===== src/source/pov_pkg.sv =====
`default_nettype none

package pov_pkg;

    // Three bit planes per channel on the panel
    localparam int COLOR_BITS = 3;

    // Wide enough for several seconds per revolution at board clock rates
    localparam int PERIOD_W = 27;

    localparam int THETA_W = 8;  // Slice index for up to 256 slices

    // One panel pixel with R in the upper bits
    typedef struct packed {
        logic [COLOR_BITS-1:0] r;
        logic [COLOR_BITS-1:0] g;
        logic [COLOR_BITS-1:0] b;
    } pixel_t;

    // Slice pair for the two arms of the rotor
    typedef struct packed {
        logic [THETA_W-1:0] theta0;  // Front arm
        logic [THETA_W-1:0] theta1;  // Arm half a turn away
    } slice_t;

    typedef enum logic [1:0] {
        MODE_STRIPES = 2'd0,
        MODE_SPHERE  = 2'd1
    } mode_t;

endpackage

`default_nettype wire


===== src/source/detect_to_theta.sv =====
`timescale 1ns/1ps
`default_nettype none

module detect_to_theta #(
    parameter int ROTATIONAL_RES = 180
) (
    input  wire                          clk_in,
    input  wire                          reset,
    input  wire                          ir_tripped,
    output logic [pov_pkg::THETA_W-1:0]  theta,
    output logic                         locked
);
    import pov_pkg::*;

    localparam logic [THETA_W-1:0]  THETA_MAX = THETA_W'(ROTATIONAL_RES - 1);
    localparam logic [PERIOD_W:0]   RES_STEP  = (PERIOD_W + 1)'(ROTATIONAL_RES);

    logic [1:0]          ir_sync;    // Two-flop synchroniser
    logic                trip;
    logic                seen_trip;  // First trip only starts the measurement
    logic [PERIOD_W-1:0] count;      // Cycles since the last trip
    logic [PERIOD_W-1:0] period;     // Length of the last full revolution
    logic [PERIOD_W:0]   acc;        // Fraction of the current slice
    logic [PERIOD_W:0]   acc_sum;

    always_ff @(posedge clk_in) begin
        if (reset) begin
            ir_sync <= '0;
        end else begin
            ir_sync <= {ir_sync[0], ir_tripped};
        end
    end

    // Rising edge of the synchronised level as it enters the second stage
    assign trip = ir_sync[0] & ~ir_sync[1];

    assign acc_sum = acc + RES_STEP;

    always_ff @(posedge clk_in) begin
        if (reset) begin
            count     <= '0;
            period    <= '1;
            seen_trip <= 1'b0;
            locked    <= 1'b0;
            acc       <= '0;
            theta     <= '0;
        end else if (trip) begin
            period    <= count;
            count     <= PERIOD_W'(1);  // Trip cycle counts toward the next turn
            seen_trip <= 1'b1;
            acc       <= '0;
            theta     <= '0;
            if (seen_trip) begin
                locked <= 1'b1;  // A full period is now known
            end
        end else begin
            if (count != '1) begin
                count <= count + 1'b1;  // Saturates on a stalled rotor
            end

            // Slice advances each time RES/period of a turn has elapsed
            if (locked) begin
                if (acc_sum >= {1'b0, period}) begin
                    acc <= acc_sum - {1'b0, period};
                    if (theta != THETA_MAX) begin
                        theta <= theta + 1'b1;
                    end
                end else begin
                    acc <= acc_sum;
                end
            end
        end
    end

endmodule

`default_nettype wire


===== src/source/frame_manager.sv =====
`timescale 1ns/1ps
`default_nettype none

module frame_manager #(
    parameter int ROTATIONAL_RES = 180,
    parameter int NUM_ROWS       = 64
) (
    input  wire                                     clk_in,
    input  wire                                     reset,
    input  wire pov_pkg::mode_t                     mode,
    input  wire [pov_pkg::THETA_W-1:0]              theta,
    input  wire                                     locked,
    output pov_pkg::slice_t                         slice,
    output pov_pkg::pixel_t [NUM_ROWS-1:0]          column0,
    output pov_pkg::pixel_t [NUM_ROWS-1:0]          column1,
    output logic                                    tvalid,
    input  wire                                     tready
);
    import pov_pkg::*;

    logic                        seen;        // A slice has been captured since reset
    logic [THETA_W-1:0]          pend_theta;  // Latest slice waiting for the output side
    logic                        pend_valid;
    logic                        load;
    logic [THETA_W-1:0]          opp_theta;
    pixel_t [NUM_ROWS-1:0]       col_a;
    pixel_t [NUM_ROWS-1:0]       col_b;

    // Pixel rule computed from slice and row
    function automatic pixel_t make_pixel(input mode_t m, input logic [THETA_W-1:0] t,
                                          input int row);
        pixel_t                p;
        logic [COLOR_BITS-1:0] tv;
        logic [COLOR_BITS-1:0] iv;
        tv = t[COLOR_BITS-1:0];
        iv = row[COLOR_BITS-1:0];
        case (m)
            MODE_SPHERE: begin
                p.r = tv;
                p.g = iv;
                p.b = tv ^ iv;
            end
            default: begin
                // Lit on even rows only
                p.r = row[0] ? '0 : tv;
                p.g = row[0] ? '0 : tv;
                p.b = row[0] ? '0 : tv;
            end
        endcase
        return p;
    endfunction

    always_comb begin
        int unsigned opp;
        opp = int'(pend_theta) + ROTATIONAL_RES / 2;
        if (opp >= ROTATIONAL_RES) begin
            opp = opp - ROTATIONAL_RES;
        end
        opp_theta = THETA_W'(opp);
        for (int i = 0; i < NUM_ROWS; i++) begin
            col_a[i] = make_pixel(mode, pend_theta, i);
            col_b[i] = make_pixel(mode, opp_theta, i);
        end
    end

    // Output register is free, or is emptied in this same cycle
    assign load = pend_valid && (!tvalid || tready);

    always_ff @(posedge clk_in) begin
        if (reset) begin
            seen       <= 1'b0;
            pend_theta <= '0;
            pend_valid <= 1'b0;
            tvalid     <= 1'b0;
        end else begin
            // Newer theta overwrites any slice still pending
            if (locked && (!seen || theta != pend_theta)) begin
                pend_theta <= theta;
                pend_valid <= 1'b1;
                seen       <= 1'b1;
            end else if (load) begin
                pend_valid <= 1'b0;
            end

            if (load) begin
                tvalid <= 1'b1;
            end else if (tready) begin
                tvalid <= 1'b0;
            end
        end
    end

    always_ff @(posedge clk_in) begin
        if (load) begin
            slice.theta0 <= pend_theta;
            slice.theta1 <= opp_theta;
            column0      <= col_a;
            column1      <= col_b;
        end
    end

endmodule

`default_nettype wire


===== src/source/hub75_output.sv =====
`timescale 1ns/1ps
`default_nettype none

module hub75_output #(
    parameter int NUM_ROWS  = 64,
    parameter int SCAN_RATE = 32,
    parameter int BASE_TIME = 4
) (
    input  wire                                 clk_in,
    input  wire                                 reset,
    input  wire pov_pkg::slice_t                slice,
    input  wire pov_pkg::pixel_t [NUM_ROWS-1:0] column0,
    input  wire pov_pkg::pixel_t [NUM_ROWS-1:0] column1,
    input  wire                                 tvalid,
    output logic                                tready,
    output logic [4:0]                          addr,
    output logic [2:0]                          rgb0,
    output logic [2:0]                          rgb1,
    output logic                                latch,
    output logic                                output_enable,
    output logic                                led_clk
);
    import pov_pkg::*;

    localparam int ROW_W   = $clog2(NUM_ROWS);
    localparam int PLANE_W = $clog2(COLOR_BITS);
    localparam int OE_W    = $clog2(BASE_TIME << (COLOR_BITS - 1));

    localparam logic [ROW_W-1:0]   ROW_LAST   = ROW_W'(NUM_ROWS - 1);
    localparam logic [PLANE_W-1:0] PLANE_LAST = PLANE_W'(COLOR_BITS - 1);

    typedef enum logic [1:0] {
        IDLE,
        SHIFT,
        LATCH,
        ENABLE
    } state_t;

    state_t                state;
    logic [PLANE_W-1:0]    plane;   // Bit plane being shown
    logic [ROW_W-1:0]      row;     // Pixel being shifted
    logic [OE_W-1:0]       oe_cnt;  // Remaining enable cycles
    logic                  fire;
    pixel_t [NUM_ROWS-1:0] col0_q;
    pixel_t [NUM_ROWS-1:0] col1_q;

    assign tready = (state == IDLE);
    assign fire   = tvalid && tready;

    // R in bit 2, B in bit 0
    assign rgb0 = {col0_q[row].r[plane], col0_q[row].g[plane], col0_q[row].b[plane]};
    assign rgb1 = {col1_q[row].r[plane], col1_q[row].g[plane], col1_q[row].b[plane]};

    always_ff @(posedge clk_in) begin
        if (fire) begin
            col0_q <= column0;
            col1_q <= column1;
        end
    end

    always_ff @(posedge clk_in) begin
        if (reset) begin
            state         <= IDLE;
            plane         <= '0;
            row           <= '0;
            oe_cnt        <= '0;
            addr          <= '0;
            latch         <= 1'b0;
            output_enable <= 1'b1;
            led_clk       <= 1'b0;
        end else begin
            case (state)
                IDLE: begin
                    if (fire) begin
                        addr  <= 5'(slice.theta0 % SCAN_RATE);  // Held for the frame
                        plane <= '0;
                        row   <= '0;
                        state <= SHIFT;
                    end
                end

                SHIFT: begin
                    // One low and one high cycle per pixel
                    if (!led_clk) begin
                        led_clk <= 1'b1;
                    end else begin
                        led_clk <= 1'b0;
                        if (row == ROW_LAST) begin
                            latch <= 1'b1;
                            state <= LATCH;
                        end else begin
                            row <= row + 1'b1;
                        end
                    end
                end

                LATCH: begin
                    latch         <= 1'b0;
                    output_enable <= 1'b0;
                    oe_cnt        <= OE_W'((BASE_TIME << plane) - 1);  // Weight doubles per plane
                    state         <= ENABLE;
                end

                ENABLE: begin
                    if (oe_cnt == '0) begin
                        output_enable <= 1'b1;
                        row           <= '0;
                        if (plane == PLANE_LAST) begin
                            state <= IDLE;
                        end else begin
                            plane <= plane + 1'b1;
                            state <= SHIFT;
                        end
                    end else begin
                        oe_cnt <= oe_cnt - 1'b1;
                    end
                end

                default: state <= IDLE;
            endcase
        end
    end

endmodule

`default_nettype wire


===== src/source/top_level.sv =====
`timescale 1ns/1ps
`default_nettype none

module top_level #(
    parameter int ROTATIONAL_RES = 180,
    parameter int NUM_ROWS       = 64,
    parameter int SCAN_RATE      = 32,
    parameter int BASE_TIME      = 4
) (
    input  wire                 sysclk,
    input  wire                 reset,
    input  wire                 ir_tripped,     // IR gate on the PMOD header
    input  wire pov_pkg::mode_t mode,
    output logic [1:0]          led,
    output logic [4:0]          hub75_addr,
    output logic [2:0]          hub75_rgb0,
    output logic [2:0]          hub75_rgb1,
    output logic                hub75_latch,
    output logic                hub75_oe,       // Active low
    output logic                hub75_clk
);
    import pov_pkg::*;

    logic [THETA_W-1:0]    theta;
    logic                  locked;
    slice_t                slice;
    pixel_t [NUM_ROWS-1:0] column0;
    pixel_t [NUM_ROWS-1:0] column1;
    logic                  tvalid;
    logic                  tready;

    assign led = {locked, ir_tripped};  // LED 0 shows the raw gate

    detect_to_theta #(
        .ROTATIONAL_RES(ROTATIONAL_RES)
    ) dt (
        .clk_in    (sysclk),
        .reset     (reset),
        .ir_tripped(ir_tripped),
        .theta     (theta),
        .locked    (locked)
    );

    frame_manager #(
        .ROTATIONAL_RES(ROTATIONAL_RES),
        .NUM_ROWS      (NUM_ROWS)
    ) fm (
        .clk_in (sysclk),
        .reset  (reset),
        .mode   (mode),
        .theta  (theta),
        .locked (locked),
        .slice  (slice),
        .column0(column0),
        .column1(column1),
        .tvalid (tvalid),
        .tready (tready)
    );

    hub75_output #(
        .NUM_ROWS (NUM_ROWS),
        .SCAN_RATE(SCAN_RATE),
        .BASE_TIME(BASE_TIME)
    ) hub75 (
        .clk_in       (sysclk),
        .reset        (reset),
        .slice        (slice),
        .column0      (column0),
        .column1      (column1),
        .tvalid       (tvalid),
        .tready       (tready),
        .addr         (hub75_addr),
        .rgb0         (hub75_rgb0),
        .rgb1         (hub75_rgb1),
        .latch        (hub75_latch),
        .output_enable(hub75_oe),
        .led_clk      (hub75_clk)
    );

endmodule

`default_nettype wire


===== config.mk =====
export PLATFORM = sky130hd
export DESIGN_NAME = top_level
export DESIGN_NICKNAME = d
export VERILOG_FILES = /design/src/source/pov_pkg.sv /design/src/source/detect_to_theta.sv /design/src/source/frame_manager.sv /design/src/source/hub75_output.sv /design/src/source/top_level.sv
export SDC_FILE = /design/constraint.sdc
export NUM_CORES = 1
export LEC_CHECK = 0
export ABC_AREA = 1
export BUFFER_PORTS_ARGS = -buffer_cell sky130_fd_sc_hd__buf_2
export CELL_PAD_IN_SITES_DETAIL_PLACEMENT = 0
export CELL_PAD_IN_SITES_GLOBAL_PLACEMENT = 1
export CORE_MARGIN = 1
export CORE_UTILIZATION = 47
export DETAILED_ROUTE_END_ITERATION = 6
export GPL_TIMING_DRIVEN = 0
export HOLD_SLACK_MARGIN = 0.06
export PLACE_DENSITY_LB_ADDON = 0.12
export SETUP_SLACK_MARGIN = 0.5
export SLEW_MARGIN = 15
export SYNTH_ARGS = -nofsm -noshare
export SYNTH_HDL_FRONTEND = slang
export SYNTH_SLANG_ARGS = --single-unit

===== constraint.sdc =====
create_clock -name sysclk -period 3.5 [get_ports sysclk]
set_clock_uncertainty 0.15 [all_clocks]
set_input_delay 0.175 -clock sysclk [delete_from_list [all_inputs] [get_ports sysclk]]
set_output_delay 0.175 -clock sysclk [all_outputs]
set_load 0.02 [all_outputs]

* Word-level counts from Yosys, hierarchy flattened
Index checks and enable logic that the tools add are counted.
Word-level totals: logic and storage cells 239, input port bits 5, output and inout bits 16, register bits 384
Cells by class: magnitude comparators 4, shift-type cells 1, mux-type cells 61, bitwise logic cells 16, equality and inequality tests 16, add/subtract/negate cells 10, reduce and logical (&&, ||, !) cells 26
Operators by type and width (count):
- $bmux W9 S6 | 2
- $mux W6 | 8
- $add A28 B8 Y28 const B | 1
- $ge A28 B27 Y1 | 1
- $mux W28 | 1
- $sub A28 B27 Y28 | 1
- $add A27 B1 Y27 const B | 1
- $ne A27 B27 Y1 const B | 1
- $mux W2 | 9
- $mux W9 | 2
- $pmux W6 S3 | 1
- $mux W1 | 17
- $mux W3 | 5
- $bmux W1 S2 | 6
- $mux W4 | 3
- $not A2 Y2 | 6
- $reduce_bool A2 Y1 | 6
- $mux W5 | 2
- $add A8 B7 Y9 const B | 1
- $ge A9 B8 Y1 const B | 1
- $add A8 B1 Y8 const B | 1
- $ne A2 B1 Y1 const B | 4
- $ne A8 B8 Y1 | 1
- $ne A8 B8 Y1 const B | 1
- other kinds (30) | 52

* Logic depth before layout (Yosys ltp)
Gate-level depths: netlist (run 1).
depth in word-level cells 5, gate-level depth with buffers 29, depth with buffers taken out 28

* Modules after synthesis
From an unflattened synthesis (run 1), not the netlist that was laid out.
Second synthesis, totals: cells, all modules 6411, area total of the unflattened synthesis 64906.0 um2
By module, submodules not included:
- hub75_output | sequential area each 35033.6 um2, instances 1, area each 47792.1 um2, cells each 4076
- frame_manager | sequential area each 1331.3 um2, instances 1, area each 10587.7 um2, cells each 1329
- detect_to_theta | sequential area each 1881.8 um2, instances 1, area each 6511.2 um2, cells each 1004
- top_level | sequential area each 0.0 um2, instances 1, area each 15.0 um2, cells each 2

* Least setup slack after synthesis (run 1)
No wires, ideal clock.
path type register -> register, start point register dt.acc[2], end point register dt.acc[0], cell stages (with the launch flop) 28, library setup time 0.113 ns, path buffers 1, arrival 2.835 ns, period minus slack after synthesis 3.099 ns, setup slack 0.401 ns, data required time 3.237 ns, path through dfxtp_1 ha_1 inv_1 nand2_1 nand2_1 nand2_2 nand3_1 nor2_2 nand3_1 nand2_1 inv_1 ha_1 nand2_2 nor2_4 inv_2 nor2_2 nand3_1 nand3_2 nand2_1 nand2_1 nand2_1 nand2_2 nand2_4 nand2_4 buf_8 nand2_4 o21ai_1 nor2_1
On the way: cells in the longest elaborated chain, start to end 3
Ends and longest elaborated chain:
- start, declared | RTL line detect_to_theta.sv:23 | logic [PERIOD_W:0] acc;
- start signal, assigned | RTL line detect_to_theta.sv:64 | acc <= acc_sum - {1'b0, period};
- start signal, assigned | RTL line detect_to_theta.sv:69 | acc <= acc_sum;
- $add A28 B8 Y28 | RTL line detect_to_theta.sv:37 | assign acc_sum = acc + RES_STEP;
- $ge A28 B27 Y1 | RTL line detect_to_theta.sv:63 | if (acc_sum >= {1'b0, period}) begin
- $mux W28 | RTL line detect_to_theta.sv:63
No other way between the ends. A chain may end at the register's enable or synchronous reset.

* Worst setup path in the final report (run 1)
start point register dt.acc[3], end point register dt.acc[13]
On the way: cells in the longest elaborated chain, start to end 3, elaborated cells on any way between the ends 4, classes of those cells 2 x add/sub; 1 x order compare; 1 x mux
Ends and longest elaborated chain (RTL line):
- $add A28 B8 Y28 * | detect_to_theta.sv:37
- $sub A28 B27 Y28 / $ge A28 B27 Y1 (equally long branches) | detect_to_theta.sv:64, detect_to_theta.sv:63
- $mux W28 * | detect_to_theta.sv:63
Mark *: on every way between the ends. The rest lies on a longest branch, timed or not.

==> impl_metrics.tcl, run 1 <==
set metrics [dict create \
    status "finished with violations" \
    violations "design-rule violations" \
    syn_inst 1430 \
    clk_pin_slew_ns 0.08 \
    start_util_pct 48.5 \
    fmax_ghz 0.287 \
    critPathLaunch "dt.acc[3]" \
    cp_max_fo 7 \
    ys_types 62 \
    rsz0062_at_grt "true" \
    async_flop_share_pct 0 \
    endpoint_kind "register" \
    die_y_um 153 \
    row_count 54 \
    dp.cells 1730 \
    dpl.hpwl_um 22700 \
    drtIter0Drc 515 \
    fill_cells 2059 \
    critPathSlowestCell "dfxtp_4" \
    arrival_ns 3.67 \
    cts_tree "built" \
    antenna_found_initial 0 \
    grt_pass1_wl_um 47800 \
    rr_startpoint "dt.acc[3]" \
    maxCapViolCount 0 \
    post-route-cell-area_mm2 0.0131 \
    wl_um 30100 \
    nets 1556 \
    wl_per_cell_um 16.7 \
    timing.hold.ws_ns 0.0998 \
    p_leak_nw 5.69 \
    num_antenna_cells 0 \
    dr_total_vias 9648 \
    slew_violations 0 \
    grt_usage_pct 26.2 \
    crit_required_ns 3.69 \
    r2r_setup_slack_ns 0.01 \
    root_buffer "clkbuf_16" \
    layoutNonFillerInstCount 1803 \
    utilization_pct 59.4 \
    synth.avg_cell_area_um2 7.47 \
    min_path_type "in -> reg" \
    die_w_um 153 \
    ys_seq_area_share_pct 39.5 \
    crit_path_end "dt.acc[13]" \
    synthesis.nets 1476 \
    setup_viol 0 \
    final_common_cell "nand2_1" \
    drive_gt1_share_pct 19.8 \
    yosysWarnings 0 \
    p_per_area_mw_per_mm2 398 \
    vias_per_cell 5.35 \
    crit_top_cell "nand2_4" \
    finalHoldViolCount 0 \
    slowest_delay_ns 0.37 \
    clockBufferDepth 2 \
    postPlaceCellArea_mm2 0.0112 \
    port_buffers 19 \
    drc_errors 4 \
    crit_type "reg -> reg" \
    gp_congestion 0.979 \
    regArea_mm2 0.00425 \
    final_cell_mix "nand2_1 (250), inv_1 (204), nor2_1 (126)" \
    synth-seq-cells 183 \
    cts.htree.levels 4 \
    dieArea_mm2 0.0233 \
    irDropWorstVdd_v 0.000300 \
    grt_max_degree 33 \
    area_growth_pct 22.5 \
    synthFlopType "dfxtp_1" \
    finalCriticalPeriod_ns 3.49 \
    clkSinkCount 183 \
    multiInputGateArea_mm2 0.00623 \
    grt_pass1_vias 9133 \
    core_area_mm2 0.0220 \
    clock_latency_ns 0.43 \
    cts_buffers 17 \
    first_pass_iters 7 \
    max_slew_margin_pct 29.0 \
    min_period_over_period_pct 99.6 \
    cp-start-kind "register" \
    tightest_slew_ns 1.06 \
    final_antenna_net_count 0 \
    syn_area_mm2 0.0107 \
    timing.rr.end "dt.acc[13]" \
    r2r_cells 28 \
    fin_setup_tns_ns 0 \
    synth_edf_count 56 \
    grt.overflow.total 0 \
    io-pin-count 21 \
]
-- synth_stat cells, types with 4 or more instances --
library cell    n  area, µm²
nor2_4          5       56.3
inv_2           5       18.8
nor2_2          5       31.3
buf_4           5       37.5
nor4_1         10       62.6
inv_1         213        800
edfxtp_1       56       1680
buf_6           5       56.3
xor2_1         42        368
xnor2_1        20        175
nand2_1       291       1090
nand2_4         5       56.3
nor3_1         29        145
o21ai_0        67        335
nor2_1        134        503
a211oi_1        8       60.1
nand4_1        31        194
or2_2           6       37.5
a21boi_0        4       30.0
dfxtp_1       127       2540
a31oi_1         7       43.8
o211ai_1       29        218
buf_2           7       35.0
nand3_1        96        480
a21oi_1       103        515
ha_1           40        500
clkbuf_1       20       75.1
nand2_2        11       68.8
-- how the worst min path moves through the flow --
stage	startpoint	slack (ns)	depth (start not counted)	endpoint
after floorplan	ir_tripped	0.13	2	dt.ir_sync[0]
after global placement	ir_tripped	0.25	3	dt.ir_sync[0]
after detailed placement	fm.column0[56]	0.25	0	hub75.col0_q[56]
after CTS	mode[0]	0.12	4	fm.column0[23]
after global routing	mode[0]	0.14	4	fm.column0[23]
final	mode[0]	0.1	4	fm.column0[23]
-- power breakdown --
part / internal (mW) / switching, mW
sequential: 2.26 / 0.0661
combinational: 0.305 / 0.582
clock: 0.991 / 1.00
total: 3.56 / 1.65
-- flip-flops by register name (all words and copies together) (netlist names), 2 cells and up --
register       count
dt.acc            28
dt.count          27
dt.ir_sync         2
dt.period         27
dt.theta           8
fm.column0         9
fm.column1        17
fm.pend_theta      8
fm.slice           3
hub75.addr         5
hub75.col0_q      17
hub75.col1_q      10
hub75.oe_cnt       4
hub75.plane        2
hub75.row          6
hub75.state        2
-- timing repair --
action                                 CTS  global route
setup endpoints to repair               36            36
cloned                                   3             0
pin swaps                               47            49
hold buffers                             4             0
endpoints found under the hold margin    7             0
setup buffers                           20            14
gates resized for setup                126            69
-- routing by layer --
| layer | routed length [µm] | share of wire (%) | global-route usage [%] | vias up |
|---|---|---|---|---|
| li1 | - | - | - | 4876 |
| met5 | 0 | 0 | 0 | - |
| met1 | 13300 | 44 | 32.1 | 4508 |
| met3 | 1090 | 3.6 | 3.07 | 53 |
| met4 | 960 | 3.2 | 10.4 | 0 |
| met2 | 14800 | 49 | 46.6 | 211 |
-- area by class of cell --
type | count | area share (%)
buffer | 42 | 2.02
clock inverter | 15 | 1.56
multi-input combinational | 985 | 47.6
tap | 280 | 2.68
sequential | 183 | 32.4
timing repair buffer | 61 | 4.04
inverter | 220 | 6.42
clock buffer | 17 | 3.25
-- logic make-up (layout without fill, tap and decap cells) --
family,after synthesis,count (layout),synth area share (%)
flops,183,183,39.5
xor+xnor,63,63,5.34
fa+ha+maj,41,41,4.87
simple gates,635,635,26.8
compound gates,246,246,13.4
buf+inv,262,355,10.0
-- metrics by stage --
| stage | worst slack [ns] | total power, mW |
|---|---|---|
| floorplan | 0.508 | 2.97 |
| global route | -0.147 | 5.45 |
| global placement | -0.308 | 3.19 |
| finish | 0.0129 | 5.21 |
| CTS | 0.105 | 5.23 |
| detailed placement | -0.319 | 3.20 |
-- worst max-delay path, delay by kind of cell, from the launching register on --
kind | cells | cell delay [ns]
buf+inv | 6 | 0.52
fa+ha+maj | 2 | 0.40
flops | 1 | 0.37
xor+xnor | 1 | 0.24
simple gates | 18 | 1.54
compound gates | 1 | 0.14
No activity file was read; power rests on OpenSTA's default activity.
==> run 2, diff against run 1 <==
CORE_MARGIN = 4   (was 1)
CORE_UTILIZATION = 49   (was 47)
CTS_BUF_LIST = sky130_fd_sc_hd__clkbuf_8   (was unset)
==> impl_metrics.tcl, run 2 (same netlist as run 1, synthesis figures left out) <==
set metrics [dict create \
    status "complete, no violations" \
    arrival_ns 3.71 \
    crit_type "reg -> reg" \
    grt.overflow.total 0 \
    layout_setup_ws_ns 0.0240 \
    holdPathEnd "fm.column0[23]" \
    fin_setup_tns_ns 0 \
    layoutNonFillerInstCount 1789 \
    critPathTopFamily "simple AND/OR/NAND/NOR gates" \
    rsz0062_at_grt "true" \
    final_common_cell "nand2_1" \
    antenna_found_initial 0 \
    timing.rr.end "dt.acc[2]" \
    nets 1547 \
    area_growth_pct 18.9 \
    final_antenna_net_count 0 \
    cts.htree.levels 4 \
    row_count 53 \
    drive_gt1_share_pct 19.0 \
    setup_viol 0 \
    vias_per_cell 5.35 \
    gp_congestion 0.913 \
    p_per_area_mw_per_mm2 377 \
    dpl.hpwl_um 22100 \
    root_buffer "clkbuf_8" \
    clock_latency_ns 0.49 \
    finalPower_mw 4.79 \
    tightest_slew_ns 0.994 \
    dr_total_vias 9576 \
    cp_max_fo 7 \
    timing.hold.ws_ns 0.0807 \
    hold_depth 4 \
    wl_um 29500 \
    clkSinkCount 183 \
    postPlaceCellArea_mm2 0.0112 \
    r2r_cells 27 \
    largest_reg_flops 28 \
    reg_top3 "dt.acc (28), dt.count (27), dt.period (27)" \
    grt_pass1_wl_um 46100 \
    min_period_over_period_pct 99.3 \
    r2r_setup_slack_ns 0.02 \
    start_util_pct 50.3 \
    num_antenna_cells 0 \
    crit_buf_inv 4 \
    cts_tree "built" \
    slew_violations 0 \
    slowest_delay_ns 0.38 \
    hold_start "mode[0]" \
    fill_cells 1993 \
    final_cell_mix "nand2_1 (249), inv_1 (204), nor2_1 (126)" \
    dieArea_mm2 0.0242 \
    crit_top_cell "nand2_4" \
    p_leak_nw 5.51 \
    clockBufferDepth 2 \
    crit_required_ns 3.73 \
    first_pass_iters 5 \
    cts_buffers 17 \
    port_buffers 19 \
    io-pin-count 21 \
    post-route-cell-area_mm2 0.0127 \
    irDropWorstVdd_v 0.000221 \
    dp_slack_ns -0.227 \
    drc_errors 0 \
    utilization_pct 59.9 \
    rr_startpoint "dt.acc[2]" \
    die_y_um 156 \
    clk_pin_slew_ns 0.11 \
    grt_usage_pct 24.0 \
    top_register "dt.acc" \
    dp.cells 1725 \
    max_slew_margin_pct 33.3 \
    cp-start-kind "register" \
    drtIter0Drc 610 \
    endpoint_kind "register" \
    die_w_um 156 \
    finalHoldViolCount 0 \
    finalCriticalPeriod_ns 3.48 \
    core_area_mm2 0.0212 \
    maxCapViolCount 0 \
    min_path_type "in -> reg" \
    fmax_ghz 0.288 \
    grt_max_degree 33 \
    critPathSlowestCell "dfxtp_2" \
    grt_pass1_vias 9036 \
    wl_per_cell_um 16.5 \
]
[run 2: power breakdown]
group | leakage (nW) | switching [mW] | internal, mW
registers | 1.55 | 0.0657 | 2.27
clock network | 0.222 | 0.905 | 0.680
logic | 3.74 | 0.575 | 0.300
total | 5.51 | 1.55 | 3.25
[run 2: worst max path at each step]
stage | end | startpoint | cells after the start
3_3_place_gp | dt.acc[27] | dt.acc[21] | 24
3_5_place_dp | dt.acc[0] | dt.acc[3] | 26
5_1_grt | dt.acc[27] | dt.acc[17] | 23
4_1_cts | dt.acc[10] | dt.acc[19] | 23
6_report | dt.acc[2] | dt.acc[2] | 27
2_1_floorplan | dt.acc[0] | dt.acc[3] | 27
[run 2: layout make-up]
type / instances / area (µm²) / area share, %
flip-flops and latches: 183 / 4250 / 33.4
multi-input cells: 985 / 6140 / 48.3
clock buffers: 17 / 234 / 1.84
repair buffers: 52 / 428 / 3.37
well taps: 275 / 344 / 2.71
plain buffers: 42 / 269 / 2.12
inverters: 220 / 836 / 6.58
clock inverters: 15 / 205 / 1.62
[run 2: worst min-delay path: cells and delay by family]
kind / cells / cell delay, ns
AND/OR/NAND/NOR: 2 / 0.26
buffers and inverters: 2 / 0.15
[run 2: what timing repair did]
action                     4_1_cts  5_1_grt
cloned                           1        2
setup endpoints to repair       36       36
pin swaps                       28       49
gates resized for setup         74      106
buffers inserted                16        9
hold endpoints to repair        13        0
hold buffers                     4        0
[run 2: layer usage]
metal,share of wire (%),GRT usage (%),wire length (µm)
met1,43,29.7,12800
met2,49,41.8,14400
met5,0,0,0
met3,4.4,4.85,1300
met4,3.3,8.34,981
==> run 3, diff against run 2 <==
clock period = 3.4 ns   (was 3.5 ns; I/O delays follow)
==> impl_metrics.tcl, run 3 (same netlist as run 1, synthesis figures left out) <==
set metrics [dict create \
    violations "negative setup slack" \
    postPlaceCellArea_mm2 0.0112 \
    cts.htree.levels 4 \
    fin_setup_tns_ns -0.0840 \
    arrival_ns 3.65 \
    io-pin-count 21 \
    crit_type "reg -> reg" \
    cp-start-kind "register" \
    crit_top_cell "nand2_4" \
    dpl.hpwl_um 22100 \
    grt.overflow.total 0 \
    wl_um 29100 \
    crit_buf_inv 4 \
    cp_max_fo 7 \
    grt_pass1_wl_um 46700 \
    min_path_type "reg -> reg" \
    max_slew_margin_pct 29.5 \
    drive_gt1_share_pct 20.1 \
    post-route-cell-area_mm2 0.0128 \
    clk_pin_slew_ns 0.10 \
    timing.hold.ws_ns 0.274 \
    num_antenna_cells 0 \
    irDropWorstVdd_v 0.000237 \
    grt_max_degree 33 \
    slowest_delay_ns 0.38 \
    row_count 53 \
    drc_errors 0 \
    rsz0062_at_grt "true" \
    first_pass_iters 5 \
    critPathSlowestCell "dfxtp_4" \
    grt_pass1_vias 9086 \
    cts_tree "built" \
    die_w_um 156 \
    clockBufferDepth 2 \
    fmax_ghz 0.291 \
    gp_congestion 0.918 \
    finalCriticalPeriod_ns 3.44 \
    finalHoldViolCount 0 \
    dp_slack_ns -0.280 \
    maxCapViolCount 0 \
    final_common_cell "nand2_1" \
    dr_total_vias 9516 \
    nets 1547 \
    critPathTopFamily "simple AND/OR/NAND/NOR gates" \
    p_per_area_mw_per_mm2 378 \
    crit_required_ns 3.62 \
    status "finished with violations" \
    top_register "dt.acc" \
    area_growth_pct 19.6 \
    start_util_pct 50.3 \
    drtIter0Drc 653 \
    wl_per_cell_um 16.3 \
    final_antenna_net_count 0 \
    clock_latency_ns 0.48 \
    cts_buffers 17 \
    slew_violations 0 \
    core_area_mm2 0.0212 \
    hold_start "fm.column0[58]" \
    endpoint_kind "register" \
    setup_viol 7 \
    grt_usage_pct 24.2 \
    tightest_slew_ns 1.05 \
    root_buffer "clkbuf_8" \
    min_period_over_period_pct 101 \
    port_buffers 19 \
    critPathLaunch "dt.acc[2]" \
    layout_setup_ws_ns -0.0354 \
    p_leak_nw 5.44 \
    die_y_um 156 \
    clkSinkCount 183 \
    final_cell_mix "nand2_1 (248), inv_1 (204), nor2_1 (125)" \
    rr_startpoint "dt.acc[2]" \
    vias_per_cell 5.32 \
    dieArea_mm2 0.0242 \
    largest_reg_flops 28 \
    antenna_found_initial 0 \
    reg_top3 "dt.acc (28), dt.count (27), dt.period (27)" \
]
-- run 3: path summary, 6_finish.rpt --
check,slack (ns),end,cells past startpoint
worst max-delay path,-0.04,dt.acc[0],27
worst min-delay path,0.27,hub75.col0_q[94],0
worst max register to register,-0.04,dt.acc[0],27
worst min register to register,0.27,hub75.col0_q[94],0
-- run 3: final cells by class --
| class | count | area, µm² |
|---|---|---|
| flip-flops and latches | 183 | 4250 |
| fillers | 1992 | 8450 |
| multi-input cells | 985 | 6220 |
| well taps | 275 | 344 |
| repair buffers | 52 | 430 |
| plain buffers | 42 | 278 |
| clock inverters | 14 | 160 |
| clock buffers | 18 | 248 |
| inverters | 220 | 838 |
-- run 3: through the flow --
step | util (%) | power (mW) | std cells
final | 60.2 | 4.83 | 1789
after global routing | 60.2 | 5.09 | 1789
after CTS | 57.4 | 4.83 | 1777
after detailed placement | 53.0 | 3.29 | 1725
after global placement | 52.8 | 3.28 | 1724
after floorplan | - | 3.06 | 1430
-- run 3: layer usage --
metal	track usage (%)	vias to the layer above	part of all wire (%)
met1	32.0	4422	46
met3	3.30	45	3.6
met5	0	-	0
met4	8.92	0	2.9
met2	40.6	206	47
li1	-	4843	-
-- run 3: timing repair --
action,CTS,global route
pin swaps,28,43
endpoints found under the hold margin,15,0
gates resized for setup,74,120
buffers inserted,14,10
setup endpoints to repair,36,37
gates cloned,1,2
hold buffers,5,0
-- run 3: report_power, final --
part | switching [mW] | total, mW | internal [mW] | leakage [nW]
registers | 0.0659 | 2.40 | 2.33 | 1.55
logic | 0.592 | 0.903 | 0.311 | 3.69
clock network | 0.892 | 1.53 | 0.634 | 0.198
